`config.mk`:
```
export PLATFORM = sky130hd
export DESIGN_NAME = vmem_top
export DESIGN_NICKNAME = d
export VERILOG_FILES = /design/src/mem_bus_pkg.sv /design/src/vec_unit_pkg.sv /design/src/data_port_if.sv /design/src/data_arbiter.sv /design/src/req_tracker.sv /design/src/rst_sync.sv /design/src/vmem_top.sv
export SDC_FILE = /design/constraint.sdc
export NUM_CORES = 1
export LEC_CHECK = 0
export BUFFER_PORTS_ARGS = -buffer_cell sky130_fd_sc_hd__buf_2
export CORE_AREA = 2 2 181 183
export CTS_CLUSTER_SIZE = 40
export DETAILED_ROUTE_END_ITERATION = 8
export DIE_AREA = 0 0 183 185
export PLACE_DENSITY = 0.49
export REMOVE_ABC_BUFFERS = 1
export SLEW_MARGIN = 30
export SYNTH_ARGS = -nofsm -noshare
export SYNTH_HDL_FRONTEND = slang
export SYNTH_SLANG_ARGS = --single-unit
```
`constraint.sdc`:
```
create_clock -name clk_i -period 2.6 [get_ports clk_i]
set_clock_uncertainty 0.05 [all_clocks]
set_input_delay 0.39 -clock clk_i [delete_from_list [all_inputs] [get_ports clk_i]]
set_output_delay 0.39 -clock clk_i [all_outputs]
set_load 0.02 [all_outputs]
```
`src/mem_bus_pkg.sv`:
```
// memory bus package
// bus geometry, bus word types and the memory operation kinds

package mem_bus_pkg;

    ////////////////////
    // bus geometry

    localparam int unsigned MEM_W      = 64;
    localparam int unsigned MEM_BE_W   = MEM_W / 8;
    // 32-bit lanes per bus word
    localparam int unsigned LANE_CNT   = MEM_W / 32;
    localparam int unsigned LANE_IDX_W = $clog2(LANE_CNT);

    ////////////////////
    // request tracking

    localparam int unsigned TRACK_DEPTH = 32;
    // counter must also hold the value TRACK_DEPTH itself
    localparam int unsigned TRACK_CNT_W = $clog2(TRACK_DEPTH + 1);

    ////////////////////
    // types

    typedef logic [31:0]         addr_t;
    typedef logic [MEM_W-1:0]    mem_data_t;
    typedef logic [MEM_BE_W-1:0] mem_be_t;

    typedef enum logic {
        OP_READ  = 1'b0,
        OP_WRITE = 1'b1
    } mem_op_e;

endpackage

```
`src/vec_unit_pkg.sv`:
```
// vector unit package
// constants and types seen by the vector side of the memory path

package vec_unit_pkg;

    localparam int unsigned VID_W = 4;

    // depth of the vector-side reset synchronizer
    localparam int unsigned RST_SYNC_STAGES = 4;

    typedef logic [VID_W-1:0] vid_t;

    // requester that owns the response now outstanding
    typedef enum logic [1:0] {
        SRC_NONE   = 2'd0,
        SRC_SCALAR = 2'd1,
        SRC_VECTOR = 2'd2
    } req_src_e;

endpackage

```
`src/data_port_if.sv`:
```
// load/store data port
// one requester and the arbiter, data width set per port

`timescale 1ns/1ps

interface data_port_if #(
    parameter int unsigned DATA_W = 32
) ();
    import mem_bus_pkg::*;

    // request side, held stable until gnt
    logic              req;
    addr_t             addr;
    logic              we;
    logic [DATA_W/8-1:0] be;
    logic [DATA_W-1:0] wdata;

    // grant and response side
    logic              gnt;
    logic              rvalid;
    logic              err;
    logic [DATA_W-1:0] rdata;

    modport requester (
        output req, addr, we, be, wdata,
        input  gnt, rvalid, err, rdata
    );

    modport arbiter (
        input  req, addr, we, be, wdata,
        output gnt, rvalid, err, rdata
    );

endinterface

```
`src/data_arbiter.sv`:
```
// data arbiter between the scalar and the vector load/store ports
// applies vector priority and hazard holds, aligns scalar lanes, routes responses

`timescale 1ns/1ps

module data_arbiter (
    input  logic                   clk_i,
    input  logic                   rst_ni,
    data_port_if.arbiter           sport,
    data_port_if.arbiter           vport,
    input  vec_unit_pkg::vid_t     vreq_id_i,
    output vec_unit_pkg::vid_t     vres_id_o,
    input  logic                   vec_pending_load_i,
    input  logic                   vec_pending_store_i,
    input  logic                   full_i,
    input  logic                   rd_done_i,
    input  logic                   wr_done_i,
    output logic                   mem_req_o,
    output mem_bus_pkg::addr_t     mem_addr_o,
    output logic                   mem_we_o,
    output mem_bus_pkg::mem_be_t   mem_be_o,
    output mem_bus_pkg::mem_data_t mem_wdata_o,
    input  logic                   mem_err_i,
    input  mem_bus_pkg::mem_data_t mem_rdata_i
);
    import mem_bus_pkg::*;
    import vec_unit_pkg::*;

    req_src_e              owner_q;
    logic [LANE_IDX_W-1:0] lane_q;
    vid_t                  vid_q;
    logic [LANE_IDX_W-1:0] s_lane;
    mem_op_e               s_op;
    mem_op_e               bus_op;
    logic                  resp;
    logic                  s_hold;
    logic                  v_hold;
    logic                  s_gnt;
    logic                  v_gnt;
    logic                  s_own;
    logic                  v_own;

    assign s_lane = sport.addr[LANE_IDX_W+1:2];
    assign s_op   = sport.we ? OP_WRITE : OP_READ;
    assign resp   = rd_done_i | wr_done_i;
    assign s_own  = owner_q == SRC_SCALAR;
    assign v_own  = owner_q == SRC_VECTOR;

    ////////////////////
    // grants

    // scalar waits behind vector traffic and any vector hazard
    assign s_hold = vport.req | vec_pending_store_i
                  | (vec_pending_load_i & (s_op == OP_WRITE)) | v_own;
    // vector only waits for a scalar response not yet returned
    assign v_hold = s_own & ~resp;

    assign v_gnt     = vport.req & ~v_hold & ~full_i;
    assign s_gnt     = sport.req & ~s_hold & ~full_i;
    assign vport.gnt = v_gnt;
    assign sport.gnt = s_gnt;
    assign mem_req_o = v_gnt | s_gnt;

    // bus fields follow the vector port whenever it requests
    always_comb begin
        bus_op      = s_op;
        mem_addr_o  = sport.addr;
        mem_be_o    = mem_be_t'(sport.be) << (4 * s_lane);
        mem_wdata_o = {LANE_CNT{sport.wdata}};
        if (vport.req) begin
            bus_op      = vport.we ? OP_WRITE : OP_READ;
            mem_addr_o  = vport.addr;
            mem_be_o    = vport.be;
            mem_wdata_o = vport.wdata;
        end
    end

    assign mem_we_o = bus_op == OP_WRITE;

    ////////////////////
    // owner tracking

    always_ff @(posedge clk_i or negedge rst_ni) begin
        if (!rst_ni) begin
            owner_q <= SRC_NONE;
        end else if (v_gnt) begin
            owner_q <= SRC_VECTOR;
        end else if (s_gnt) begin
            owner_q <= SRC_SCALAR;
        end else if (resp) begin
            owner_q <= SRC_NONE;
        end
    end

    always_ff @(posedge clk_i) begin
        if (v_gnt) begin
            vid_q <= vreq_id_i;
        end
        if (s_gnt) begin
            lane_q <= s_lane;
        end
    end

    ////////////////////
    // response routing

    assign sport.rvalid = resp & s_own;
    assign vport.rvalid = resp & v_own;
    assign sport.err    = resp & s_own & mem_err_i;
    assign vport.err    = resp & v_own & mem_err_i;
    // scalar word comes from the lane it was issued on
    assign sport.rdata  = mem_rdata_i[32*lane_q +: 32];
    assign vport.rdata  = mem_rdata_i;
    assign vres_id_o    = vid_q;

    // scalar lane record stays until its response returns
    owner_stable_a: assert property (@(posedge clk_i) disable iff (!rst_ni)
        (s_own && !resp) |-> !s_gnt)
        else $error("data_arbiter: scalar granted again with its response outstanding");

endmodule

```
`src/req_tracker.sv`:
```
// outstanding request tracker
// remembers the kind of each request in order and splits responses into reads and writes

`timescale 1ns/1ps

module req_tracker (
    input  logic                 clk_i,
    input  logic                 rst_ni,
    input  logic                 push_i,
    input  mem_bus_pkg::mem_op_e push_op_i,
    input  logic                 mem_rvalid_i,
    output logic                 rd_done_o,
    output logic                 wr_done_o,
    output logic                 full_o
);
    import mem_bus_pkg::*;

    mem_op_e                queue_q [TRACK_DEPTH];
    logic [TRACK_CNT_W-1:0] count_q;
    logic [TRACK_CNT_W-1:0] wr_idx;
    logic                   pop;

    assign pop = mem_rvalid_i;
    // a pop in the same cycle frees the slot below the tail
    assign wr_idx = pop ? count_q - 1'b1 : count_q;

    // shift queue, head at entry 0
    always_ff @(posedge clk_i) begin
        if (pop) begin
            for (int i = 0; i < TRACK_DEPTH - 1; i++) begin
                queue_q[i] <= queue_q[i+1];
            end
        end
        if (push_i) begin
            queue_q[wr_idx[TRACK_CNT_W-2:0]] <= push_op_i;
        end
    end

    always_ff @(posedge clk_i or negedge rst_ni) begin
        if (!rst_ni) begin
            count_q <= '0;
        end else if (push_i && !pop) begin
            count_q <= count_q + 1'b1;
        end else if (pop && !push_i) begin
            count_q <= count_q - 1'b1;
        end
    end

    assign full_o    = count_q == TRACK_CNT_W'(TRACK_DEPTH);
    assign rd_done_o = mem_rvalid_i & (queue_q[0] == OP_READ);
    assign wr_done_o = mem_rvalid_i & (queue_q[0] == OP_WRITE);

    // memory answers only what was asked
    no_resp_when_empty_a: assert property (@(posedge clk_i) disable iff (!rst_ni)
        mem_rvalid_i |-> count_q != '0)
        else $error("req_tracker: response with no request outstanding");

    // arbiter must stop granting at full
    no_push_when_full_a: assert property (@(posedge clk_i) disable iff (!rst_ni)
        push_i |-> !full_o)
        else $error("req_tracker: request granted while tracker full");

endmodule

```
`src/rst_sync.sv`:
```
// reset synchronizer
// asserts asynchronously, releases after a fixed number of clock edges

`timescale 1ns/1ps

module rst_sync (
    input  logic clk_i,
    input  logic rst_ni,
    output logic rst_no
);
    import vec_unit_pkg::*;

    logic [RST_SYNC_STAGES-1:0] sync_q;

    // ones ripple in from stage 0 once rst_ni is released
    always_ff @(posedge clk_i or negedge rst_ni) begin
        if (!rst_ni) begin
            sync_q <= '0;
        end else begin
            sync_q <= {sync_q[RST_SYNC_STAGES-2:0], 1'b1};
        end
    end

    // last stage is the released reset
    assign rst_no = sync_q[RST_SYNC_STAGES-1];

endmodule

```
`src/vmem_top.sv`:
```
// vector memory top
// joins the scalar and vector data ports onto one memory bus and syncs the vector reset

`timescale 1ns/1ps

module vmem_top (
    input  logic                   clk_i,
    input  logic                   rst_ni,

    input  logic                   s_req_i,
    input  mem_bus_pkg::addr_t     s_addr_i,
    input  logic                   s_we_i,
    input  logic [3:0]             s_be_i,
    input  logic [31:0]            s_wdata_i,
    output logic                   s_gnt_o,
    output logic                   s_rvalid_o,
    output logic                   s_err_o,
    output logic [31:0]            s_rdata_o,

    input  logic                   v_req_i,
    input  mem_bus_pkg::addr_t     v_addr_i,
    input  logic                   v_we_i,
    input  mem_bus_pkg::mem_be_t   v_be_i,
    input  mem_bus_pkg::mem_data_t v_wdata_i,
    input  vec_unit_pkg::vid_t     v_id_i,
    output logic                   v_gnt_o,
    output logic                   v_rvalid_o,
    output logic                   v_err_o,
    output mem_bus_pkg::mem_data_t v_rdata_o,
    output vec_unit_pkg::vid_t     v_res_id_o,

    input  logic                   vec_pending_load_i,
    input  logic                   vec_pending_store_i,
    output logic                   vec_rst_no,

    output logic                   mem_req_o,
    output mem_bus_pkg::addr_t     mem_addr_o,
    output logic                   mem_we_o,
    output mem_bus_pkg::mem_be_t   mem_be_o,
    output mem_bus_pkg::mem_data_t mem_wdata_o,
    input  logic                   mem_rvalid_i,
    input  logic                   mem_err_i,
    input  mem_bus_pkg::mem_data_t mem_rdata_i,

    output logic                   data_read_o
);
    import mem_bus_pkg::*;

    logic trk_full;
    logic rd_done;
    logic wr_done;

    data_port_if #(.DATA_W(32))    s_port ();
    data_port_if #(.DATA_W(MEM_W)) v_port ();

    ////////////////////
    // plain ports to interfaces

    assign s_port.req   = s_req_i;
    assign s_port.addr  = s_addr_i;
    assign s_port.we    = s_we_i;
    assign s_port.be    = s_be_i;
    assign s_port.wdata = s_wdata_i;
    assign s_gnt_o      = s_port.gnt;
    assign s_rvalid_o   = s_port.rvalid;
    assign s_err_o      = s_port.err;
    assign s_rdata_o    = s_port.rdata;

    assign v_port.req   = v_req_i;
    assign v_port.addr  = v_addr_i;
    assign v_port.we    = v_we_i;
    assign v_port.be    = v_be_i;
    assign v_port.wdata = v_wdata_i;
    assign v_gnt_o      = v_port.gnt;
    assign v_rvalid_o   = v_port.rvalid;
    assign v_err_o      = v_port.err;
    assign v_rdata_o    = v_port.rdata;

    assign data_read_o  = rd_done;

    ////////////////////
    // blocks

    rst_sync u_rst_sync (
        .clk_i  (clk_i),
        .rst_ni (rst_ni),
        .rst_no (vec_rst_no)
    );

    data_arbiter u_data_arbiter (
        .clk_i               (clk_i),
        .rst_ni              (rst_ni),
        .sport               (s_port),
        .vport               (v_port),
        .vreq_id_i           (v_id_i),
        .vres_id_o           (v_res_id_o),
        .vec_pending_load_i  (vec_pending_load_i),
        .vec_pending_store_i (vec_pending_store_i),
        .full_i              (trk_full),
        .rd_done_i           (rd_done),
        .wr_done_i           (wr_done),
        .mem_req_o           (mem_req_o),
        .mem_addr_o          (mem_addr_o),
        .mem_we_o            (mem_we_o),
        .mem_be_o            (mem_be_o),
        .mem_wdata_o         (mem_wdata_o),
        .mem_err_i           (mem_err_i),
        .mem_rdata_i         (mem_rdata_i)
    );

    // every bus request is accepted, so each one is tracked
    req_tracker u_req_tracker (
        .clk_i        (clk_i),
        .rst_ni       (rst_ni),
        .push_i       (mem_req_o),
        .push_op_i    (mem_op_e'(mem_we_o)),
        .mem_rvalid_i (mem_rvalid_i),
        .rd_done_o    (rd_done),
        .wr_done_o    (wr_done),
        .full_o       (trk_full)
    );

endmodule
```
* Word level (Yosys, flattened, before mapping)
Memory sizes are Yosys's and may differ from the RTL's.
Cells that the tools add are included.
** Storage, ports and cells
- Memories :: 1
- Bits in writable memories :: 32
- Bits in read-only memories :: 0
- Word-level logic and storage cells :: 57
- Register bits after elaboration :: 17
- Output and inout port bits :: 214
- Bits in latches :: 0
- Input port bits :: 250
** Cells by class
- Reductions and logical operators :: 6
- Divide/modulo/power cells :: 0
- Order comparisons :: 0
- Shift-type cells :: 2
- Eq/ne operators :: 3
- Bitwise operators :: 22
- $add $sub $neg :: 2
- Muxes and demuxes :: 16
- $mul :: 0
** Memories
- u_req_tracker.queue_q :: depth 32, width 1, rd ports 32, clocked after memory_dff 0, wr ports 32, line req_tracker.sv:18 : mem_op_e queue_q [TRACK_DEPTH];
** Operator list (count)
- $mux 64 :: 1
- $shiftx 64x7->32 :: 1
- $mux 32 :: 1
- $and 1x1->1 :: 12
- $mux 6 :: 2
- $mux 8 :: 1
- $shl 4x3->8 :: 1
- $mux 1 :: 7
- $add 6x1->6 const B :: 1
- $eq 6x6->1 const B :: 1
- $mux 2 :: 3
- $sub 6x1->6 const B :: 1
- $mux 5 :: 1
- $not 1->1 :: 5
- $or 1x1->1 :: 5
- $reduce_bool 3->1 :: 1
- $eq 2x1->1 const B :: 1
- $eq 2x2->1 const B :: 1
- $logic_and 1x1->1 :: 2
- $logic_not 1->1 :: 2
- $reduce_bool 2->1 :: 1

* Logic depth before layout (Yosys ltp)
Gate-level depths: netlist of the first run.
An unclocked memory read counts as a cell.
- Word-level depth :: 14
- Gate-level depth with buffers :: 13
- Gate-level depth less buffers :: 11

* Modules after synthesis
Synthesis of the first run repeated with hierarchy kept, for this count alone.
** Unflattened totals
- Cells, all modules :: 582
- Area total of the unflattened synthesis :: 5136.2 um^2
** By module, submodules not included
- req_tracker :: area an instance 2534.9 um^2, times used 1, cells each 230, sequential area each 1111.1 um^2
- data_arbiter :: area an instance 2497.4 um^2, times used 1, cells each 347, sequential area each 200.2 um^2
- rst_sync :: area an instance 103.8 um^2, times used 1, cells each 5, sequential area each 100.1 um^2

* Worst setup path before layout of the first run
No wires, ideal clock.
- Path kind :: flip-flop to flip-flop
- Start :: reg u_req_tracker.count_q[0]
- End :: reg u_req_tracker.count_q[5]
- Path buffers :: 2
- Slack :: 60 ps
- Arrival time :: 2411 ps
- Data required time :: 2471 ps
- Stages on the path, launching flop included :: 14
- Period minus slack after synthesis :: 2540 ps
- Library setup time :: 79 ps
- Cells stage by stage :: dfrtp_1 -> buf_2 -> inv_1 -> ha_1 -> nand2_1 -> or3_1 -> buf_4 -> and2_1 -> ha_1 -> nor2_1 -> nand2_1 -> o22a_1 -> nor2_1 -> xor2_1
** On the way
- Word-level cells in the longest chain between the ends :: 7
- Elaborated cells on any way between the ends :: 13
- Classes of those cells :: add/sub: 2; eq/ne: 1; mux: 2; bitwise: 4; reduce/logical: 4
** RTL lines
- from (decl) :: line req_tracker.sv:19 : logic [TRACK_CNT_W-1:0] count_q;
- from (signal assigned) :: line req_tracker.sv:43 : count_q <= count_q + 1'b1;
- from (signal assigned) :: line req_tracker.sv:45 : count_q <= count_q - 1'b1;
- $eq 6x6->1 (*) :: line req_tracker.sv:49 : assign full_o = count_q == TRACK_CNT_W'(TRACK_DEPTH);
- $not 1->1 (*) :: line data_arbiter.sv:58, data_arbiter.sv:59
- $and 1x1->1 (on tied branches) :: line data_arbiter.sv:58, data_arbiter.sv:59
- $or 1x1->1 (*) :: line data_arbiter.sv:62 : assign mem_req_o = v_gnt | s_gnt;
- via mem_req_o :: line vmem_top.sv:36 : output logic mem_req_o,
- $logic_not 1->1 :: line req_tracker.sv:44 : end else if (pop && !push_i) begin
- $logic_and 1x1->1 :: line req_tracker.sv:44
- $reduce_bool 2->1 (no line)
The timed path passes the listed nets; every way through them passes the cells marked *. The select of a mux whose other input is x is not followed.
A chain may end at the register's enable or synchronous reset.

* Final worst setup path of the first run
- Start :: reg u_req_tracker.count_q[3]
- End :: out v_gnt_o
** On the way
- Word-level cells in the longest chain between the ends :: 3
** RTL lines
- $eq 6x6->1 :: line req_tracker.sv:49
- $not 1->1 :: line data_arbiter.sv:58 : assign v_gnt = vport.req & ~v_hold & ~full_i;
- $and 1x1->1 :: line data_arbiter.sv:58
- to (decl) :: line vmem_top.sv:26 : output logic v_gnt_o,
Every way passes these cells.

==> impl_metrics.tcl, run 1 <==
set metrics [dict create \
    worst-endpoint-required_ps 2160 \
    powerDensity_nw_per_um2 540.9 \
    start_kind "flip-flop" \
    grt_util_all_layers_pct 15.12 \
    routed_via_density 4.000 \
    critical-path-top-delay-family "simple AND/OR/NAND/NOR gates" \
    synth_edf_count 37 \
    synthAdderAreaFrac_pct 1.013 \
    max_slew_margin_pct 58.37 \
    seq_area_um2 1411 \
    synth_ff_type "edfxtp_1" \
    power_mw 4.033 \
    synthToLayoutAreaGrowth_pct 50.96 \
    root_buffer "clkbuf_16" \
    start_util_pct 15.42 \
    path_class "flip-flop to primary output" \
    rows 66 \
    clk_pin_slew_worst_paths_ps 70 \
    drive_above_1_share_pct 63.94 \
    hp-class "input pin to flip-flop" \
    synth-seq-cells 49 \
    coreArea_um2 32040 \
    synthSimpleGateAreaFrac_pct 26.17 \
    arrival_ps 1920 \
    synth_warnings 0 \
    final_nets 1218 \
    final_cells 1376 \
    critPathBufInv 2 \
    critPathMaxFanout 8 \
    maxSlewViolCount 0 \
    p_leak_nw 3.810 \
    antenna_found_initial 12 \
    ys_seq_area_share_pct 28.57 \
    fp.dieH_um 185 \
    clk_latency_ps 290 \
    finalSetupTns_ps 0 \
    synthArstFlopShare_pct 24.49 \
    final_common_cell "buf_2" \
    hold_ws_ps 217.6 \
    cpPeakStageDelay_ps 380 \
    max-vdd-ir-drop_v 0.0002628 \
    netlist_instances 571 \
    drc_errors 0 \
    dp_slack_ps 241.7 \
    cts-buffers-inserted 5 \
    drv_cap 0 \
    die-width_um 183 \
    placedInstanceArea_um2 7300 \
    wl_per_cell_um 20.33 \
    multiInputGateArea_um2 2846 \
    synth.distinct_cells 54 \
    outcome "completed" \
    n_fill_cell 3601 \
    post-route-util_pct 23.27 \
    grt.overflow.total 0 \
    final-setup-viol-count 0 \
    rsz0062_at_grt "no" \
    avgSynthCellArea_um2 8.651 \
    synth_top_family_by_area "simple AND/OR/NAND/NOR gates" \
    cts_max_level 2 \
    finalCriticalPeriod_ps 2365 \
    numClockSinks 49 \
    max_freq_mhz 422.9 \
    layout_common_cells "buf_2, nand2_1, mux2_2" \
    hold_violations 0 \
    vias 5504 \
    globalplace.congestion 0.9328 \
    dpl.cell_count 1364 \
    synth-compound-area-share_pct 6.307 \
    ios 464 \
    muxShareOfSynthArea_pct 22.34 \
    cts_tree "done" \
    cp-end-kind "primary output" \
    grt_pass1_vias 5111 \
    max_slew.worst_pin.slew_ps 624.5 \
    grt_max_degree 92 \
    synth-xor-area-share_pct 1.722 \
    crit_slowest_cell "dfrtp_1" \
    grt_pass1_wl_um 36510 \
    io_buffer_count 463 \
    fin_ws_ps 235.5 \
    dr.pass1.iters 4 \
    hpwlAfterDp_um 24750 \
    postRouteAntennaNets 0 \
    fin_crit_sh_pct 90.94 \
    worstPathCellList "or2_1 -> or3_1 -> buf_4 -> and3_1 -> buf_2" \
    drt-initial-drc-count 268 \
    die_area_um2 33860 \
    drt_wl_total_um 27970 \
    synth_area_um2 4940 \
    final_area_um2 7457 \
    cts_buffer_depth 2 \
]
cells by family (layout without fill, tap and decap cells):
family                   count (synthesis)  count (layout)
AND/OR/NAND/NOR                        259             259
XOR/XNOR                                 8               8
other                                    1               4
multiplexers                            98              98
flip-flops                              49              49
AO/OA/AOI/OAI                           45              45
buffers and inverters                  107             501
adder cells (fa/ha/maj)                  4               4
power by group:
| group | internal, mW | switching, mW |
|---|---|---|
| sequential | 1.01 | 0.0735 |
| combinational | 0.894 | 1.41 |
| clock | 0.358 | 0.289 |
| total | 2.27 | 1.77 |
cells in the mapped netlist, types with 2 or more instances:
| cell type | number | share of area [%] |
|---|---|---|
| xnor2_1 | 2 | 0.35 |
| nor2b_1 | 2 | 0.25 |
| buf_2 | 5 | 0.51 |
| o21ai_0 | 18 | 1.8 |
| or2_2 | 15 | 1.9 |
| mux2_1 | 6 | 1.4 |
| nand3_2 | 3 | 0.61 |
| inv_1 | 4 | 0.30 |
| and3_1 | 2 | 0.25 |
| ha_1 | 4 | 1.0 |
| nand4_4 | 3 | 1.3 |
| nand2_1 | 138 | 10 |
| nor3_1 | 7 | 0.71 |
| a22oi_1 | 4 | 0.61 |
| a221oi_2 | 2 | 0.61 |
| nand2b_1 | 36 | 4.6 |
| mux2_2 | 88 | 20 |
| dfrtp_1 | 12 | 6.1 |
| buf_1 | 5 | 0.38 |
| nor4_1 | 8 | 1.0 |
| buf_6 | 4 | 0.91 |
| a22o_1 | 8 | 1.4 |
| clkbuf_1 | 23 | 1.7 |
| xor2_1 | 4 | 0.71 |
| nor2_1 | 31 | 2.4 |
| buf_4 | 65 | 9.9 |
| a21oi_1 | 5 | 0.51 |
| a21o_1 | 2 | 0.30 |
| edfxtp_1 | 37 | 22 |
| nand4_1 | 2 | 0.25 |
| mux2i_1 | 3 | 0.61 |
final timing paths:
path,from,to,slack (ps),cells after the start
min in group asynchronous,rst_ni,u_rst_sync.sync_q[3],450,2
min reg2reg,u_rst_sync.sync_q[1],u_rst_sync.sync_q[2],290,0
max,u_req_tracker.count_q[3],v_gnt_o,240,5
min,v_id_i[3],u_data_arbiter.vres_id_o[3],220,1
max reg2reg,u_req_tracker.count_q[0],u_req_tracker.queue_q[9],260,7
max in group asynchronous,rst_ni,u_data_arbiter.owner_q[1],1820,2
layout make-up:
class | instances | share of cell area (%)
antenna | 3 | 0.1007
clock buffer | 7 | 1.779
clock inverter | 1 | 0.1007
inverter | 5 | 0.2517
multi-input combinational | 415 | 38.17
sequential | 49 | 18.93
tap | 408 | 6.846
timing repair buffer | 488 | 33.83
registers in the layout, summed over array words and instances (netlist names):
register                  cells
u_data_arbiter.lane_q         1
u_rst_sync.sync_q             4
u_req_tracker.count_q         6
u_data_arbiter.owner_q        2
u_req_tracker.queue_q        32
u_data_arbiter.vres_id_o      4
routing by layer:
| metal | vias up | share of wire, % | global-route usage (%) |
|---|---|---|---|
| met4 | 14 | 0.89 | 2.112 |
| met3 | 30 | 11 | 5.427 |
| met1 | 2580 | 42 | 20.53 |
| met2 | 211 | 46 | 23.47 |
| met5 | - | 0.32 | 0 |
| li1 | 2669 | - | - |
what timing repair did:
action / 4_1_cts / 5_1_grt
gates resized for setup: 0 / 0
setup endpoints to repair: 0 / 0
buffers inserted: 0 / 0
hold buffers: 1 / 0
hold endpoints to repair: 12 / 0
Power figures use the tool's default switching activity.
==> run 2: changes to the inputs <==
--- a/config.mk
+++ b/config.mk
@@ -6,11 +6,12 @@
 export NUM_CORES = 1
 export LEC_CHECK = 0
 export BUFFER_PORTS_ARGS = -buffer_cell sky130_fd_sc_hd__buf_2
-export CORE_AREA = 2 2 181 183
-export CTS_CLUSTER_SIZE = 40
+export CELL_PAD_IN_SITES_DETAIL_PLACEMENT = 0
+export CELL_PAD_IN_SITES_GLOBAL_PLACEMENT = 1
+export CORE_AREA = 2 2 182 184
 export DETAILED_ROUTE_END_ITERATION = 8
-export DIE_AREA = 0 0 183 185
-export PLACE_DENSITY = 0.49
+export DIE_AREA = 0 0 184 186
+export PLACE_DENSITY = 0.64
 export REMOVE_ABC_BUFFERS = 1
 export SLEW_MARGIN = 30
 export SYNTH_ARGS = -nofsm -noshare
==> impl_metrics.tcl, run 2 (synthesized netlist as in run 1, its figures left out) <==
set metrics [dict create \
    final_nets 1217 \
    r2r_setup_slack_ps 250 \
    start_kind "flip-flop" \
    hold_depth 1 \
    fin_crit_sh_pct 92.58 \
    worst-endpoint-required_ps 2160 \
    largest_register_ffs 32 \
    drt-initial-drc-count 435 \
    grt_util_all_layers_pct 21.54 \
    wl_per_cell_um 27.50 \
    root_buffer "clkbuf_16" \
    synthToLayoutAreaGrowth_pct 51.98 \
    grt_pass1_vias 5371 \
    clk_latency_ps 300 \
    coreArea_um2 32210 \
    vias 5691 \
    drt_wl_total_um 38200 \
    globalplace.congestion 0.9215 \
    postRouteAntennaNets 0 \
    powerDensity_nw_per_um2 549.8 \
    path_class "flip-flop to primary output" \
    cp-end-kind "primary output" \
    cts_buffer_depth 2 \
    reg_top3 "u_req_tracker.queue_q (32), u_req_tracker.count_q (6)" \
    numClockSinks 49 \
    dr.pass1.iters 4 \
    outcome "completed" \
    fp.dieH_um 186 \
    finalSetupTns_ps 0 \
    antenna_found_initial 38 \
    hold_ws_ps 212.2 \
    post-route-util_pct 23.31 \
    critPathMaxFanout 8 \
    cts-buffers-inserted 5 \
    hold_violations 0 \
    max_slew_margin_pct 53.18 \
    max-vdd-ir-drop_v 0.0002407 \
    fin_ws_ps 192.8 \
    rr_startpoint "u_req_tracker.count_q[0]" \
    grt_max_degree 96 \
    hpwlAfterDp_um 34820 \
    final_common_cell "buf_2" \
    cts_tree "done" \
    ios 464 \
    rows 66 \
    routed_via_density 4.097 \
    regMostFlops "u_req_tracker.queue_q" \
    cts-resized-gates 0 \
    final-setup-viol-count 0 \
    grt_pass1_wl_um 48000 \
    drive_above_1_share_pct 64.11 \
    die_area_um2 34220 \
    max_freq_mhz 415.4 \
    holdPathEnd "u_data_arbiter.vres_id_o[3]" \
    cts_max_level 2 \
    drv_cap 0 \
    power_mw 4.128 \
    io_buffer_count 463 \
    dp_slack_ps 195.2 \
    ff2ff_path_depth 6 \
    arrival_ps 1970 \
    die-width_um 184 \
    start_util_pct 15.34 \
    hp-class "input pin to flip-flop" \
    rsz0062_at_grt "no" \
    max_slew.worst_pin.slew_ps 702.4 \
    layout_common_cells "buf_2, nand2_1, mux2_2" \
    timing.rr.end "u_req_tracker.queue_q[7]" \
    maxSlewViolCount 0 \
    drc_errors 0 \
    p_leak_nw 3.817 \
    cts_setup_buffers 0 \
    hp-start "v_id_i[3]" \
    clk_pin_slew_worst_paths_ps 70 \
    finalCriticalPeriod_ps 2407 \
    grt.overflow.total 0 \
]
-- run 2: final cells by class --
| cell class | count | area [um^2] |
|---|---|---|
| fill | 3676 | 24700 |
| clock buffer | 5 | 125.1 |
| inverter | 5 | 18.77 |
| tap | 408 | 510.5 |
| antenna | 17 | 42.54 |
| sequential | 49 | 1411 |
| clock inverter | 3 | 25.02 |
| multi-input combinational | 415 | 2846 |
| timing repair buffer | 487 | 2527 |
-- run 2: worst max-delay path by stage --
| stage | to | slack (ps) | depth (start not counted) | from |
|---|---|---|---|---|
| 2_1_floorplan | u_req_tracker.count_q[5] | -90 | 9 | u_req_tracker.count_q[4] |
| 3_3_place_gp | u_req_tracker.count_q[5] | 240 | 10 | mem_rvalid_i |
| 3_5_place_dp | u_req_tracker.queue_q[7] | 200 | 7 | mem_rvalid_i |
| 4_1_cts | s_gnt_o | 170 | 6 | u_req_tracker.count_q[3] |
| 5_1_grt | s_gnt_o | 60 | 8 | u_req_tracker.count_q[0] |
| 6_report | s_gnt_o | 190 | 6 | u_req_tracker.count_q[3] |
-- run 2: report_power, final --
group | internal (mW) | switching (mW)
registers | 1.01 | 0.0556
logic | 0.887 | 1.48
clock network | 0.365 | 0.329
-- run 2: layer usage --
layer / global-route usage, % / share of wire, % / wire, um
met1: 28.02 / 44 / 16830
met2: 27.03 / 35 / 13500
met3: 18.25 / 20 / 7520
met4: 2.528 / 0.58 / 221
met5: 0 / 0.31 / 118
-- run 2: critical path, stage by stage, from the launching register on --
cell	delay (ps)
dfrtp_1	380
or2_1	270
or3_1	380
buf_4	210
nand2_1	110
inv_1	130
buf_2	200
-- run 2: what timing repair did --
item	4_1_cts	5_1_grt
hold buffers	1	0
endpoints found under the setup margin	0	0
endpoints found under the hold margin	12	0
-- run 2: through the flow --
| step | instance area (um^2) | instances |
|---|---|---|
| 2_1_floorplan | 4277 | 469 |
| 3_3_place_gp | 7305 | 1363 |
| 3_5_place_dp | 7305 | 1363 |
| 4_1_cts | 7465 | 1372 |
| 5_1_grt | 7467 | 1373 |
| 6_report | 7507 | 1389 |
==> run 3: changes to the inputs <==
--- a/config.mk
+++ b/config.mk
@@ -11,6 +11,7 @@
 export CORE_AREA = 2 2 182 184
 export DETAILED_ROUTE_END_ITERATION = 8
 export DIE_AREA = 0 0 184 186
+export GPL_TIMING_DRIVEN = 0
 export PLACE_DENSITY = 0.64
 export REMOVE_ABC_BUFFERS = 1
 export SLEW_MARGIN = 30
==> constraint.sdc (replaced) <==
create_clock -name clk_i -period 2 [get_ports clk_i]
set_clock_uncertainty 0.05 [all_clocks]
set_input_delay 0.3 -clock clk_i [delete_from_list [all_inputs] [get_ports clk_i]]
set_output_delay 0.3 -clock clk_i [all_outputs]
set_load 0.02 [all_outputs]
==> impl_metrics.tcl, run 3 (synthesized netlist as in run 1, its figures left out) <==
set metrics [dict create \
    outcome "complete, but fails checks" \
    violations "negative setup slack" \
    wl_per_cell_um 27.84 \
    grt_pass1_wl_um 48200 \
    cts_tree "done" \
    drc_errors 0 \
    powerDensity_nw_per_um2 801.5 \
    rsz0062_at_grt "yes" \
    cpMostUsedCell "buf_4" \
    synthToLayoutAreaGrowth_pct 66.06 \
    final_nets 1232 \
    cts_max_level 2 \
    cts_buffer_depth 2 \
    power_switching_mw 3.046 \
    crit_slowest_cell "dfrtp_2" \
    fin_ws_ps -216.0 \
    clk_latency_ps 300 \
    antenna_found_initial 40 \
    layout_common_cells "buf_2, nand2_1, mux2_2" \
    start_kind "flip-flop" \
    max_slew.worst_pin.slew_ps 583.6 \
    max_freq_mhz 451.3 \
    cts-buffers-inserted 5 \
    p_seq_share_pct 22.2 \
    clockPowerShare_pct 13.9 \
    grt.overflow.total 0 \
    grt_max_degree 126 \
    root_buffer "clkbuf_16" \
    max-vdd-ir-drop_v 0.0005286 \
    final_area_um2 8203 \
    dp_slack_ps -935.2 \
    comb_power_share_pct 64.0 \
    grt_util_all_layers_pct 21.63 \
    largest_register_ffs 32 \
    vias 5924 \
    n_fill_cell 3583 \
    die-width_um 184 \
    path_class "flip-flop to primary output" \
    postRouteAntennaNets 0 \
    swShare_pct 46.33 \
    start_util_pct 15.34 \
    arrival_ps 1870 \
    fp.dieH_um 186 \
    coreArea_um2 32210 \
    critical-path-top-delay-family "simple AND/OR/NAND/NOR gates" \
    multiInputGateArea_um2 3299 \
    critPathMaxFanout 4 \
    worst-endpoint-required_ps 1650 \
    drt_wl_total_um 38920 \
    routed_via_density 4.237 \
    hpwlAfterDp_um 34120 \
    maxSlewViolCount 0 \
    regMostFlops "u_req_tracker.queue_q" \
    reg_top3 "u_req_tracker.queue_q (32), u_req_tracker.count_q (6)" \
    cpPeakStageDelay_ps 430 \
    ios 464 \
    fin_crit_sh_pct 110.8 \
    finalCriticalPeriod_ps 2216 \
    p_int_mw 3.529 \
    placedInstanceArea_um2 7168 \
    cp-end-kind "primary output" \
    max_slew_margin_pct 61.09 \
    p_leak_nw 4.014 \
    final-setup-viol-count 53 \
    drv_cap 0 \
    globalplace.congestion 0.9053 \
    rows 66 \
    final_common_cell "buf_2" \
    clk_pin_slew_worst_paths_ps 70 \
    drive_above_1_share_pct 70.17 \
    hp-class "input pin to flip-flop" \
    drt-initial-drc-count 369 \
    die_area_um2 34220 \
    hold_violations 0 \
    grt_pass1_vias 5536 \
    critPathBufInv 3 \
    numClockSinks 49 \
    worstPathCellList "inv_2 -> ha_4 -> nand2_1 -> or3_4 -> and2_4 -> buf_4 -> buf_4" \
    seq_area_um2 1418 \
    io_buffer_count 463 \
    dr.pass1.iters 5 \
]
==> run 3: cell types whose count changed in the layout (fill, tap and decap cells not counted), moves of 6 or more <==
| cell | change |
|---|---|
| nor2_1 | -10 |
| buf_6 | +11 |
| diode_2 | -6 |
| or2_2 | -6 |
| nor3_1 | -6 |
| or2_4 | +7 |
| nor4_1 | -8 |
==> run 3: metal layers <==
layer  up-vias  GRT usage (%)  wire (um)
met5         -              0        183
met4        28          1.920        330
met3        48          16.47       6906
met2       331          27.31      13930
met1      2807          29.36      17570
li1       2710              -          -
==> run 3: worst register-to-register path, cell delays in order (launching register included) <==
cell and delay, ps:
dfrtp_2 430, inv_2 110, ha_4 210, nor4_4 50
buf_4 160, a221oi_4 430, buf_6 190, nor4_2 50
mux2_2 280
==> run 3: area by class of cell <==
cell class | count | area share [%]
multi-input combinational | 416 | 40.22
timing repair buffer | 501 | 33.85
sequential | 49 | 17.28
tap | 408 | 6.223
clock buffer | 5 | 1.525
antenna | 11 | 0.3356
clock inverter | 3 | 0.3051
inverter | 5 | 0.2593
==> run 3: per-stage QoR <==
stage	power, mW	hold slack, ps	instances	setup TNS (ps)	utilization (%)
finish	6.575	121.9	1398	-7494	25.47
global route	6.913	114.8	1388	-11740	25.39
CTS	5.637	115.1	1365	-6658	23.80
detailed placement	4.275	159.9	1343	-49860	22.26
global placement	4.242	161.9	1340	-278430	22.06
floorplan	3.042	-45.59	469	-22720	-
==> run 3: repair_timing <==
item | 4_1_cts | 5_1_grt
gates resized for setup | 53 | 74
pin swaps | 11 | 24
hold buffers | 1 | 0
cloned | 0 | 2
setup endpoints to repair | 99 | 84
hold endpoints to repair | 12 | 0
setup buffers | 13 | 21
==> run 3: worst paths after layout <==
| kind | start | to | slack, ps | cells after the start |
|---|---|---|---|---|
| setup / recovery | u_req_tracker.count_q[0] | mem_req_o | -220 | 7 |
| hold / removal | v_id_i[3] | u_data_arbiter.vres_id_o[3] | 120 | 1 |
| setup reg to reg | u_req_tracker.count_q[1] | u_req_tracker.queue_q[10] | -200 | 8 |
| hold reg to reg | u_rst_sync.sync_q[0] | u_rst_sync.sync_q[1] | 300 | 0 |
| max in group asynchronous | rst_ni | u_req_tracker.count_q[4] | 1280 | 2 |
| min in group asynchronous | rst_ni | u_req_tracker.count_q[0] | 370 | 2 |
==> run 3: power by group through the flow <==
stage / clock [mW] / combinational [mW] / sequential [mW]
finish: 0.911 / 4.21 / 1.46
global route: 0.961 / 4.48 / 1.48
CTS: 0.935 / 3.28 / 1.42
detailed placement: 0 / 2.69 / 1.59
global placement: 0 / 2.66 / 1.58
floorplan: 0 / 1.53 / 1.52
